===== src/cpuTypesPkg.sv =====
`default_nettype none

package cpuTypesPkg;

  // Basic widths
  typedef logic [31:0] word_t;
  typedef logic [4:0] regbits_t;

  // Opcodes of the supported subset
  typedef enum logic [5:0] {
    OP_RTYPE = 6'h00,
    OP_J     = 6'h02,
    OP_JAL   = 6'h03,
    OP_BEQ   = 6'h04,
    OP_BNE   = 6'h05,
    OP_ADDIU = 6'h09,
    OP_SLTI  = 6'h0a,
    OP_ANDI  = 6'h0c,
    OP_ORI   = 6'h0d,
    OP_XORI  = 6'h0e,
    OP_LUI   = 6'h0f,
    OP_LW    = 6'h23,
    OP_SW    = 6'h2b,
    OP_HALT  = 6'h3f
  } opcode_t;

  // R-type function field
  typedef enum logic [5:0] {
    FN_SLL  = 6'h00,
    FN_SRL  = 6'h02,
    FN_JR   = 6'h08,
    FN_ADDU = 6'h21,
    FN_SUBU = 6'h23,
    FN_AND  = 6'h24,
    FN_OR   = 6'h25,
    FN_XOR  = 6'h26,
    FN_NOR  = 6'h27,
    FN_SLT  = 6'h2a,
    FN_SLTU = 6'h2b
  } funct_t;

  typedef enum logic [3:0] {
    ALU_ADD, ALU_SUB, ALU_AND, ALU_OR, ALU_XOR,
    ALU_NOR, ALU_SLT, ALU_SLTU, ALU_SLL, ALU_SRL
  } aluOp_t;

  // Three views of one instruction word
  typedef struct packed {
    opcode_t opcode;
    regbits_t rs;
    regbits_t rt;
    regbits_t rd;
    logic [4:0] shamt;
    funct_t funct;
  } rType_t;

  typedef struct packed {
    opcode_t opcode;
    regbits_t rs;
    regbits_t rt;
    logic [15:0] imm;
  } iType_t;

  typedef struct packed {
    opcode_t opcode;
    logic [25:0] target;
  } jType_t;

  typedef union packed {
    rType_t rType;
    iType_t iType;
    jType_t jType;
  } instr_t;

  // Register write-back source
  typedef enum logic [1:0] {WB_ALU, WB_NPC, WB_LOAD, WB_LUI} wbSel_t;

  // Next PC source; sequential also covers branches
  typedef enum logic [1:0] {PC_SEQ, PC_JUMP, PC_REG} pcSel_t;

  typedef struct packed {
    aluOp_t aluOp;
    logic aluSrc;
    logic extOp;
    logic regDst;
    logic regWr;
    logic jal;
    logic beq;
    logic bne;
    wbSel_t wbSel;
    pcSel_t pcSel;
    logic dRen;
    logic dWen;
    logic halt;
  } ctrl_t;

  // Memory port
  typedef struct packed {
    logic ren;
    logic wen;
    word_t addr;
    word_t store;
  } memReq_t;

  typedef struct packed {
    logic ready;
    word_t load;
  } memResp_t;

  localparam word_t PC_INIT = 32'h0000_0000;
  localparam regbits_t LINK_REG = 5'd31;

endpackage

`default_nettype wire


===== src/alu.sv =====
`timescale 1ns/1ps
`default_nettype none

module alu (
  input  cpuTypesPkg::aluOp_t aluOp,
  input  cpuTypesPkg::word_t  portA,
  input  cpuTypesPkg::word_t  portB,
  input  logic [4:0]          shamt,
  output cpuTypesPkg::word_t  result,
  output logic                zero
);

  always_comb begin
    case (aluOp)
      cpuTypesPkg::ALU_ADD:  result = portA + portB;
      cpuTypesPkg::ALU_SUB:  result = portA - portB;
      cpuTypesPkg::ALU_AND:  result = portA & portB;
      cpuTypesPkg::ALU_OR:   result = portA | portB;
      cpuTypesPkg::ALU_XOR:  result = portA ^ portB;
      cpuTypesPkg::ALU_NOR:  result = ~(portA | portB);
      // Signed compare
      cpuTypesPkg::ALU_SLT:  result = {31'd0, $signed(portA) < $signed(portB)};
      cpuTypesPkg::ALU_SLTU: result = {31'd0, portA < portB};
      // Shifts act on the second operand
      cpuTypesPkg::ALU_SLL:  result = portB << shamt;
      cpuTypesPkg::ALU_SRL:  result = portB >> shamt;
      default:               result = '0;
    endcase
  end

  // Used by BEQ and BNE
  assign zero = (result == '0);

endmodule

`default_nettype wire


===== src/controlUnit.sv =====
`timescale 1ns/1ps
`default_nettype none

module controlUnit (
  input  cpuTypesPkg::instr_t instr,
  output cpuTypesPkg::ctrl_t  ctrl
);

  always_comb begin
    // Everything off unless the opcode says otherwise
    ctrl.aluOp  = cpuTypesPkg::ALU_ADD;
    ctrl.aluSrc = 1'b0;
    ctrl.extOp  = 1'b0;
    ctrl.regDst = 1'b0;
    ctrl.regWr  = 1'b0;
    ctrl.jal    = 1'b0;
    ctrl.beq    = 1'b0;
    ctrl.bne    = 1'b0;
    ctrl.wbSel  = cpuTypesPkg::WB_ALU;
    ctrl.pcSel  = cpuTypesPkg::PC_SEQ;
    ctrl.dRen   = 1'b0;
    ctrl.dWen   = 1'b0;
    ctrl.halt   = 1'b0;

    case (instr.iType.opcode)
      cpuTypesPkg::OP_RTYPE: begin
        ctrl.regDst = 1'b1;
        ctrl.regWr  = 1'b1;
        case (instr.rType.funct)
          cpuTypesPkg::FN_ADDU: ctrl.aluOp = cpuTypesPkg::ALU_ADD;
          cpuTypesPkg::FN_SUBU: ctrl.aluOp = cpuTypesPkg::ALU_SUB;
          cpuTypesPkg::FN_AND:  ctrl.aluOp = cpuTypesPkg::ALU_AND;
          cpuTypesPkg::FN_OR:   ctrl.aluOp = cpuTypesPkg::ALU_OR;
          cpuTypesPkg::FN_XOR:  ctrl.aluOp = cpuTypesPkg::ALU_XOR;
          cpuTypesPkg::FN_NOR:  ctrl.aluOp = cpuTypesPkg::ALU_NOR;
          cpuTypesPkg::FN_SLT:  ctrl.aluOp = cpuTypesPkg::ALU_SLT;
          cpuTypesPkg::FN_SLTU: ctrl.aluOp = cpuTypesPkg::ALU_SLTU;
          cpuTypesPkg::FN_SLL:  ctrl.aluOp = cpuTypesPkg::ALU_SLL;
          cpuTypesPkg::FN_SRL:  ctrl.aluOp = cpuTypesPkg::ALU_SRL;
          cpuTypesPkg::FN_JR: begin
            // Register jump, nothing written back
            ctrl.regWr = 1'b0;
            ctrl.pcSel = cpuTypesPkg::PC_REG;
          end
          default: ctrl.regWr = 1'b0;
        endcase
      end
      // Immediate arithmetic sign extends
      cpuTypesPkg::OP_ADDIU: begin
        ctrl.aluSrc = 1'b1;
        ctrl.extOp  = 1'b1;
        ctrl.regWr  = 1'b1;
      end
      cpuTypesPkg::OP_SLTI: begin
        ctrl.aluOp  = cpuTypesPkg::ALU_SLT;
        ctrl.aluSrc = 1'b1;
        ctrl.extOp  = 1'b1;
        ctrl.regWr  = 1'b1;
      end
      // Logic immediates zero extend
      cpuTypesPkg::OP_ANDI: begin
        ctrl.aluOp  = cpuTypesPkg::ALU_AND;
        ctrl.aluSrc = 1'b1;
        ctrl.regWr  = 1'b1;
      end
      cpuTypesPkg::OP_ORI: begin
        ctrl.aluOp  = cpuTypesPkg::ALU_OR;
        ctrl.aluSrc = 1'b1;
        ctrl.regWr  = 1'b1;
      end
      cpuTypesPkg::OP_XORI: begin
        ctrl.aluOp  = cpuTypesPkg::ALU_XOR;
        ctrl.aluSrc = 1'b1;
        ctrl.regWr  = 1'b1;
      end
      cpuTypesPkg::OP_LUI: begin
        ctrl.regWr = 1'b1;
        ctrl.wbSel = cpuTypesPkg::WB_LUI;
      end
      // Address is base plus signed offset
      cpuTypesPkg::OP_LW: begin
        ctrl.aluSrc = 1'b1;
        ctrl.extOp  = 1'b1;
        ctrl.regWr  = 1'b1;
        ctrl.wbSel  = cpuTypesPkg::WB_LOAD;
        ctrl.dRen   = 1'b1;
      end
      cpuTypesPkg::OP_SW: begin
        ctrl.aluSrc = 1'b1;
        ctrl.extOp  = 1'b1;
        ctrl.dWen   = 1'b1;
      end
      // Compare by subtraction, zero flag decides
      cpuTypesPkg::OP_BEQ: begin
        ctrl.aluOp = cpuTypesPkg::ALU_SUB;
        ctrl.beq   = 1'b1;
      end
      cpuTypesPkg::OP_BNE: begin
        ctrl.aluOp = cpuTypesPkg::ALU_SUB;
        ctrl.bne   = 1'b1;
      end
      cpuTypesPkg::OP_J: ctrl.pcSel = cpuTypesPkg::PC_JUMP;
      cpuTypesPkg::OP_JAL: begin
        ctrl.pcSel = cpuTypesPkg::PC_JUMP;
        ctrl.jal   = 1'b1;
        ctrl.regWr = 1'b1;
        ctrl.wbSel = cpuTypesPkg::WB_NPC;
      end
      cpuTypesPkg::OP_HALT: ctrl.halt = 1'b1;
      // Unknown opcode acts as a no-op
      default: ctrl.regWr = 1'b0;
    endcase
  end

endmodule

`default_nettype wire


===== src/registerFile.sv =====
`timescale 1ns/1ps
`default_nettype none

module registerFile (
  input  logic                  CLK,
  input  logic                  nRST,
  input  logic                  wen,
  input  cpuTypesPkg::regbits_t wsel,
  input  cpuTypesPkg::regbits_t rsel1,
  input  cpuTypesPkg::regbits_t rsel2,
  input  cpuTypesPkg::word_t    wdat,
  output cpuTypesPkg::word_t    rdat1,
  output cpuTypesPkg::word_t    rdat2
);

  cpuTypesPkg::word_t regs [32];

  always_ff @(posedge CLK, negedge nRST) begin
    if (!nRST) begin
      regs <= '{default: '0};
    end else if (wen && (wsel != 5'd0)) begin
      // Register zero never changes
      regs[wsel] <= wdat;
    end
  end

  // Plain reads, a write shows up next cycle
  assign rdat1 = regs[rsel1];
  assign rdat2 = regs[rsel2];

endmodule

`default_nettype wire


===== src/programCounter.sv =====
`timescale 1ns/1ps
`default_nettype none

module programCounter (
  input  logic                CLK,
  input  logic                nRST,
  input  logic                en,
  input  cpuTypesPkg::pcSel_t pcSel,
  input  logic                takeBranch,
  input  cpuTypesPkg::word_t  branchOff,
  input  cpuTypesPkg::word_t  jumpTarget,
  input  cpuTypesPkg::word_t  regTarget,
  output cpuTypesPkg::word_t  pc,
  output cpuTypesPkg::word_t  npc
);

  cpuTypesPkg::word_t nextPc;

  assign npc = pc + 32'd4;

  always_comb begin
    case (pcSel)
      // Branch offset is relative to the following instruction
      cpuTypesPkg::PC_SEQ:  nextPc = takeBranch ? npc + branchOff : npc;
      cpuTypesPkg::PC_JUMP: nextPc = jumpTarget;
      cpuTypesPkg::PC_REG:  nextPc = regTarget;
      default:              nextPc = npc;
    endcase
  end

  always_ff @(posedge CLK, negedge nRST) begin
    if (!nRST) begin
      pc <= cpuTypesPkg::PC_INIT;
    end else if (en) begin
      pc <= nextPc;
    end
  end

endmodule

`default_nettype wire


===== src/requestUnit.sv =====
`timescale 1ns/1ps
`default_nettype none

module requestUnit (
  input  logic CLK,
  input  logic nRST,
  input  logic ihit,
  input  logic dhit,
  input  logic dRenReq,
  input  logic dWenReq,
  output logic dRen,
  output logic dWen
);

  // One data access in flight at most
  always_ff @(posedge CLK, negedge nRST) begin
    if (!nRST) begin
      dRen <= 1'b0;
      dWen <= 1'b0;
    end else if (dhit) begin
      // Access done, drop the request
      dRen <= 1'b0;
      dWen <= 1'b0;
    end else if (ihit) begin
      // Latch what the fetched instruction asks for
      dRen <= dRenReq;
      dWen <= dWenReq;
    end
  end

endmodule

`default_nettype wire


===== src/datapath.sv =====
`timescale 1ns/1ps
`default_nettype none

module datapath (
  input  logic                 CLK,
  input  logic                 nRST,
  input  logic                 ihit,
  input  logic                 dhit,
  input  cpuTypesPkg::word_t   imemLoad,
  input  cpuTypesPkg::word_t   dmemLoad,
  output logic                 iRen,
  output cpuTypesPkg::word_t   iAddr,
  output cpuTypesPkg::memReq_t dReq,
  output logic                 halt
);

  cpuTypesPkg::instr_t instr;
  cpuTypesPkg::ctrl_t ctrl;
  cpuTypesPkg::word_t signExtImm;
  cpuTypesPkg::word_t zeroExtImm;
  cpuTypesPkg::word_t aluPortB;
  cpuTypesPkg::word_t aluResult;
  cpuTypesPkg::word_t rdat1;
  cpuTypesPkg::word_t rdat2;
  cpuTypesPkg::word_t pc;
  cpuTypesPkg::word_t npc;
  cpuTypesPkg::word_t jumpTarget;
  cpuTypesPkg::word_t branchOff;
  cpuTypesPkg::word_t wdat;
  cpuTypesPkg::word_t dAddrHeld;
  cpuTypesPkg::word_t dStoreHeld;
  cpuTypesPkg::regbits_t wsel;
  cpuTypesPkg::regbits_t loadDest;
  logic aluZero;
  logic takeBranch;
  logic regWen;
  logic dRen;
  logic dWen;

  // Fetched word, only meaningful in the ihit cycle
  assign instr = imemLoad;

  controlUnit ctrlUnit0 (
    .instr(instr),
    .ctrl (ctrl)
  );

  // Immediates and targets
  assign signExtImm = {{16{instr.iType.imm[15]}}, instr.iType.imm};
  assign zeroExtImm = {16'h0000, instr.iType.imm};
  assign branchOff  = {signExtImm[29:0], 2'b00};
  assign jumpTarget = {npc[31:28], instr.jType.target, 2'b00};
  assign aluPortB   = !ctrl.aluSrc ? rdat2 : (ctrl.extOp ? signExtImm : zeroExtImm);

  alu alu0 (
    .aluOp (ctrl.aluOp),
    .portA (rdat1),
    .portB (aluPortB),
    .shamt (instr.rType.shamt),
    .result(aluResult),
    .zero  (aluZero)
  );

  assign takeBranch = (ctrl.beq & aluZero) | (ctrl.bne & ~aluZero);

  programCounter pc0 (
    .CLK       (CLK),
    .nRST      (nRST),
    .en        (ihit),
    .pcSel     (ctrl.pcSel),
    .takeBranch(takeBranch),
    .branchOff (branchOff),
    .jumpTarget(jumpTarget),
    .regTarget (rdat1),
    .pc        (pc),
    .npc       (npc)
  );

  // Loads write on dhit, everything else on ihit
  assign regWen = (ihit & ctrl.regWr & ~ctrl.dRen) | (dhit & dRen);

  always_comb begin
    if (dhit) begin
      // Fetched word is stale here, use the saved destination
      wsel = loadDest;
      wdat = dmemLoad;
    end else begin
      if (ctrl.jal) begin
        wsel = cpuTypesPkg::LINK_REG;
      end else if (ctrl.regDst) begin
        wsel = instr.rType.rd;
      end else begin
        wsel = instr.iType.rt;
      end
      case (ctrl.wbSel)
        cpuTypesPkg::WB_ALU:  wdat = aluResult;
        cpuTypesPkg::WB_NPC:  wdat = npc;
        cpuTypesPkg::WB_LOAD: wdat = dmemLoad;
        cpuTypesPkg::WB_LUI:  wdat = {instr.iType.imm, 16'h0000};
        default:              wdat = aluResult;
      endcase
    end
  end

  registerFile regFile0 (
    .CLK  (CLK),
    .nRST (nRST),
    .wen  (regWen),
    .wsel (wsel),
    .rsel1(instr.iType.rs),
    .rsel2(instr.iType.rt),
    .wdat (wdat),
    .rdat1(rdat1),
    .rdat2(rdat2)
  );

  requestUnit reqUnit0 (
    .CLK    (CLK),
    .nRST   (nRST),
    .ihit   (ihit),
    .dhit   (dhit),
    .dRenReq(ctrl.dRen),
    .dWenReq(ctrl.dWen),
    .dRen   (dRen),
    .dWen   (dWen)
  );

  // Data access payload, frozen until the access completes
  always_ff @(posedge CLK) begin
    if (ihit) begin
      dAddrHeld  <= aluResult;
      dStoreHeld <= rdat2;
      loadDest   <= instr.iType.rt;
    end
  end

  assign dReq.ren   = dRen;
  assign dReq.wen   = dWen;
  assign dReq.addr  = dAddrHeld;
  assign dReq.store = dStoreHeld;

  // Sticky halt, cleared only by reset
  always_ff @(posedge CLK, negedge nRST) begin
    if (!nRST) begin
      halt <= 1'b0;
    end else if (ihit && ctrl.halt) begin
      halt <= 1'b1;
    end
  end

  // No fetch once halted
  assign iRen  = ~halt;
  assign iAddr = pc;

endmodule

`default_nettype wire


===== src/memoryControl.sv =====
`timescale 1ns/1ps
`default_nettype none

module memoryControl (
  input  logic                  iRen,
  input  cpuTypesPkg::word_t    iAddr,
  input  cpuTypesPkg::memReq_t  dReq,
  input  cpuTypesPkg::memResp_t memResp,
  output cpuTypesPkg::memReq_t  memReq,
  output logic                  ihit,
  output logic                  dhit,
  output cpuTypesPkg::word_t    loadData
);

  logic dPending;

  assign dPending = dReq.ren | dReq.wen;

  always_comb begin
    if (dPending) begin
      // Data side owns the port, fetch waits
      memReq = dReq;
      dhit   = memResp.ready;
      ihit   = 1'b0;
    end else begin
      memReq.ren   = iRen;
      memReq.wen   = 1'b0;
      memReq.addr  = iAddr;
      memReq.store = '0;
      dhit         = 1'b0;
      ihit         = iRen & memResp.ready;
    end
  end

  // Same read data serves both sides
  assign loadData = memResp.load;

endmodule

`default_nettype wire


===== src/singleCycleCpu.sv =====
`timescale 1ns/1ps
`default_nettype none

module singleCycleCpu (
  input  logic                  CLK,
  input  logic                  nRST,
  output cpuTypesPkg::memReq_t  memReq,
  input  cpuTypesPkg::memResp_t memResp,
  output logic                  halt
);

  logic ihit;
  logic dhit;
  logic iRen;
  cpuTypesPkg::word_t iAddr;
  cpuTypesPkg::word_t loadData;
  cpuTypesPkg::memReq_t dReq;

  datapath dp0 (
    .CLK     (CLK),
    .nRST    (nRST),
    .ihit    (ihit),
    .dhit    (dhit),
    .imemLoad(loadData),
    .dmemLoad(loadData),
    .iRen    (iRen),
    .iAddr   (iAddr),
    .dReq    (dReq),
    .halt    (halt)
  );

  memoryControl memCtrl0 (
    .iRen    (iRen),
    .iAddr   (iAddr),
    .dReq    (dReq),
    .memResp (memResp),
    .memReq  (memReq),
    .ihit    (ihit),
    .dhit    (dhit),
    .loadData(loadData)
  );

endmodule

`default_nettype wire


===== config.mk =====
export PLATFORM = sky130hd
export DESIGN_NAME = singleCycleCpu
export DESIGN_NICKNAME = d
export VERILOG_FILES = /design/src/cpuTypesPkg.sv /design/src/alu.sv /design/src/controlUnit.sv /design/src/registerFile.sv /design/src/programCounter.sv /design/src/requestUnit.sv /design/src/datapath.sv /design/src/memoryControl.sv /design/src/singleCycleCpu.sv
export SDC_FILE = /design/constraint.sdc
export NUM_CORES = 2
export LEC_CHECK = 0
export BUFFER_PORTS_ARGS = -buffer_cell sky130_fd_sc_hd__buf_4
export CORE_MARGIN = 5
export CORE_UTILIZATION = 35
export CTS_CLUSTER_DIAMETER = 120
export DETAILED_ROUTE_END_ITERATION = 8
export PLACE_DENSITY = 0.59
export SLEW_MARGIN = 20
export SYNTH_ARGS = -nofsm -noshare
export SYNTH_HDL_FRONTEND = slang
export SYNTH_SLANG_ARGS = --single-unit

===== constraint.sdc =====
create_clock -name CLK -period 16.65 [get_ports CLK]
set_input_delay 1.665 -clock CLK [delete_from_list [all_inputs] [get_ports CLK]]
set_output_delay 1.665 -clock CLK [all_outputs]
set_load 0.02 [all_outputs]

==> impl_metrics.csv <==
group,metric,value,unit
final_layout,utilization,0.391,
place,place_congestion,1.02,
critical_path,arrival,11.93,ns
final_layout,nFillCells,19600,
critical_path,crit_type,"input port to register",
pwr,p_leak,33.6,nW
logic_synthesis,synth_edf_count,69,
cts,htree_num_levels,3,
drt,vias_per_cell,6.28,
cts,clkSlewWorstSetupHoldPaths,0.06,ns
sta,rsz0062_at_grt,"no",
sta,skew,0.0839,ns
cts,ctsLongestPathBuffers,3,
run_status,status,"finished, final reports clean",
critical_path,cp_max_fo,70,
drt,wl,305,mm
place,portBuffers,101,
drt,drt-initial-drc-count,8014,
sta,tightest_slew,1.33,ns
logic_synthesis,syn-mean-instance-area,9.70,um^2
global_routing,track_usage,0.280,
floorplanning,dieArea,212000,um^2
cts,cts_hold_buffers,0,
cts,cts_tree,"built",
sta,slew_violations,0,
logic_synthesis,yosysWarnings,0,
final_layout,area_growth,11.0,%
logic_synthesis,synth.distinct_cells,107,
floorplanning,start_util,0.352,
cts,clock_sinks,1128,
logic_synthesis,ys_top_cells_by_count,"nand2_1, o21ai_0, dfrtp_1, clkbuf_1, mux2i_1",
floorplanning,rows,165,
final_layout,finalInstanceArea,78900,um^2
sta,tns,0,ns
pwr,ir_worst_vdd,91.0,uV
critical_path,cp.required,17.31,ns
global_routing,grt_start_max_net_pins,184,
floorplanning,die_h,461,um
sta,max_slew_margin,0.105,
drt,postRouteAntennaNets,0,
flow_run,cap_violations,0,
sta,setup_viol,0,
cts,cts_setup_buffers,0,
logic_synthesis,syn-cell-area,71100,um^2
critical_path,r2r_slack,7.49,ns
cts,post_cts_resized,0,
logic_synthesis,synth-main-ff-cell,"dfrtp_1",
critical_path,critPathSlowestCell,"o41ai_1",
critical_path,cp.buffers_inverters,4,
logic_synthesis,async_flop_share,0.939,
drt,drc_errors,0,
drt,first_pass_iters,6,
critical_path,crit_family,"compound AO/OA/AOI/OAI gates",
pwr,p_per_area,110,nW/um^2
final_layout,drive_gt1_frac,0.165,
global_routing,grt_pass1_vias,59800,
sta,hold_viol_final,0,
logic_synthesis,synth.area.top_cells,"dfrtp_1, mux4_2, o21ai_0",
place,place_hpwl,200,mm
sta,min_period_over_period,0.677,
logic_synthesis,syn_inst,7326,
sta,finalWorstPathRequiredPeriod,11.26,ns
logic_synthesis,ys_ff_latch,1128,
floorplanning,die_x,461,um
final_layout,finalNetCount,7216,
logic_synthesis,seq_area_frac_synth,0.402,
logic_synthesis,synth_top_area_cell,"dfrtp_1",
global_routing,antenna_found_initial,17,
cts,worstSkewPairLatency,0.83,ns
logic_synthesis,yosysTopAreaCellShare,0.373,
global_routing,grt_pass1_wl,438,mm
floorplanning,io_pins,102,
global_routing,grt_overflow,0,
critical_path,critPathMaxStageDelay,0.98,ns
cts,cts_buffers,121,
drt,wire_per_inst,31.1,um
floorplanning,core,202000,um^2
logic_synthesis,yosysMostFrequentCell,"nand2_1",
drt,dr_total_vias,61700,
place,placed_area,74500,um^2
logic_synthesis,syn_nets,7497,
cts,root_buffer,"clkbuf_16",
min_path,hp-class,"register to register",
critical_path,critPathCaptureType,"register",
sta,max_freq,88.8,MHz
critical_path,cp-start-kind,"input port",
==> layout by cell type, fill, tap and decap left out, types with 134 or more instances in the layout <==
master,instances
nor2_1,230
inv_1,134
mux4_2,384
a22oi_1,225
o21ai_0,1126
buf_4,284
nand2_1,1223
mux2i_1,479
a21oi_1,292
dfrtp_1,1059
==> worst reg2reg max path: cells and delay by family (launching register included) <==
family / cells / cell delay (ns)
flip-flops: 1 / 0.39
AO/OA/AOI/OAI: 12 / 4.49
adder cells (fa/ha/maj): 2 / 0.68
buffers and inverters: 2 / 0.25
AND/OR/NAND/NOR: 8 / 3.13
multiplexers: 1 / 0.10
==> worst paths after layout <==
check                                   startpoint                       to  cells after the start
max                                    memResp[17]           dp0.pc0.pc[15]                     27
min                        dp0.regFile0.regs[1009]  dp0.regFile0.regs[1009]                      0
max reg2reg                 dp0.regFile0.regs[416]           dp0.pc0.pc[15]                     25
min reg2reg                dp0.regFile0.regs[1009]  dp0.regFile0.regs[1009]                      0
max in group asynchronous                     nRST   dp0.regFile0.regs[797]                      5
min in group asynchronous                     nRST   dp0.regFile0.regs[682]                      1
==> flip-flops by register name (all words and copies together), names as in the netlist <==
register / count
dp0.dStoreHeld: 32
dp0.halt: 1
dp0.regFile0.regs: 1024
dp0.reqUnit0.dWen: 1
dp0.reqUnit0.dRen: 1
dp0.dAddrHeld: 32
dp0.pc0.pc: 32
dp0.loadDest: 5
==> area by class of cell <==
class	instances	area (um^2)	share of cell area
Multi-Input combinational cell	5355	39700	0.503
Tap cell	2672	3340	0.0424
Antenna cell	7	17.5	0.000222
Clock buffer	164	3480	0.0441
Timing Repair Buffer	299	2400	0.0304
Sequential cell	1128	28600	0.362
Inverter	140	528	0.00669
Clock inverter	61	860	0.0109
==> power breakdown <==
group / total, mW / leakage [nW] / internal (mW) / switching [mW]
logic: 2.47 / 16.3 / 0.870 / 1.60
clock network: 2.95 / 2.13 / 1.70 / 1.24
registers: 3.24 / 15.2 / 3.02 / 0.216
total: 8.65 / 33.6 / 5.59 / 3.06
==> metal layers <==
metal | wire length [um] | up-vias | part of all wire | GRT usage
li1 | - | 26400 | - | -
met1 | 125000 | 31100 | 0.41 | 0.379
met2 | 132000 | 3464 | 0.43 | 0.423
met3 | 31100 | 757 | 0.10 | 0.0663
met4 | 17200 | 2 | 0.056 | 0.137
met5 | 13 | - | 0.000043 | 0
==> cells by family (layout without fill, tap and decap cells) <==
logic type / Yosys count / after routing / share of synthesized area
buf+inv: 843 / 664 / 0.0489
fa+ha+maj: 136 / 136 / 0.0243
xor+xnor: 78 / 78 / 0.00961
mux: 974 / 974 / 0.207
other cells: 0 / 7 / 0
simple gates: 1975 / 1975 / 0.121
compound gates: 2192 / 2192 / 0.188
flops: 1128 / 1128 / 0.402
==> metrics by stage <==
stage                     cells  power [mW]  setup slack (ns)  hold WS [ns]
after floorplan            7326        4.76              6.69         0.445
after global placement     9593        5.64              4.82         0.381
after detailed placement   9593        5.67              4.72         0.388
after CTS                  9818        8.61              5.55         0.402
after global routing       9820        8.98              5.22         0.412
final                      9826        8.65              5.39         0.401
Note: power is estimated with default switching activity, not from simulation.
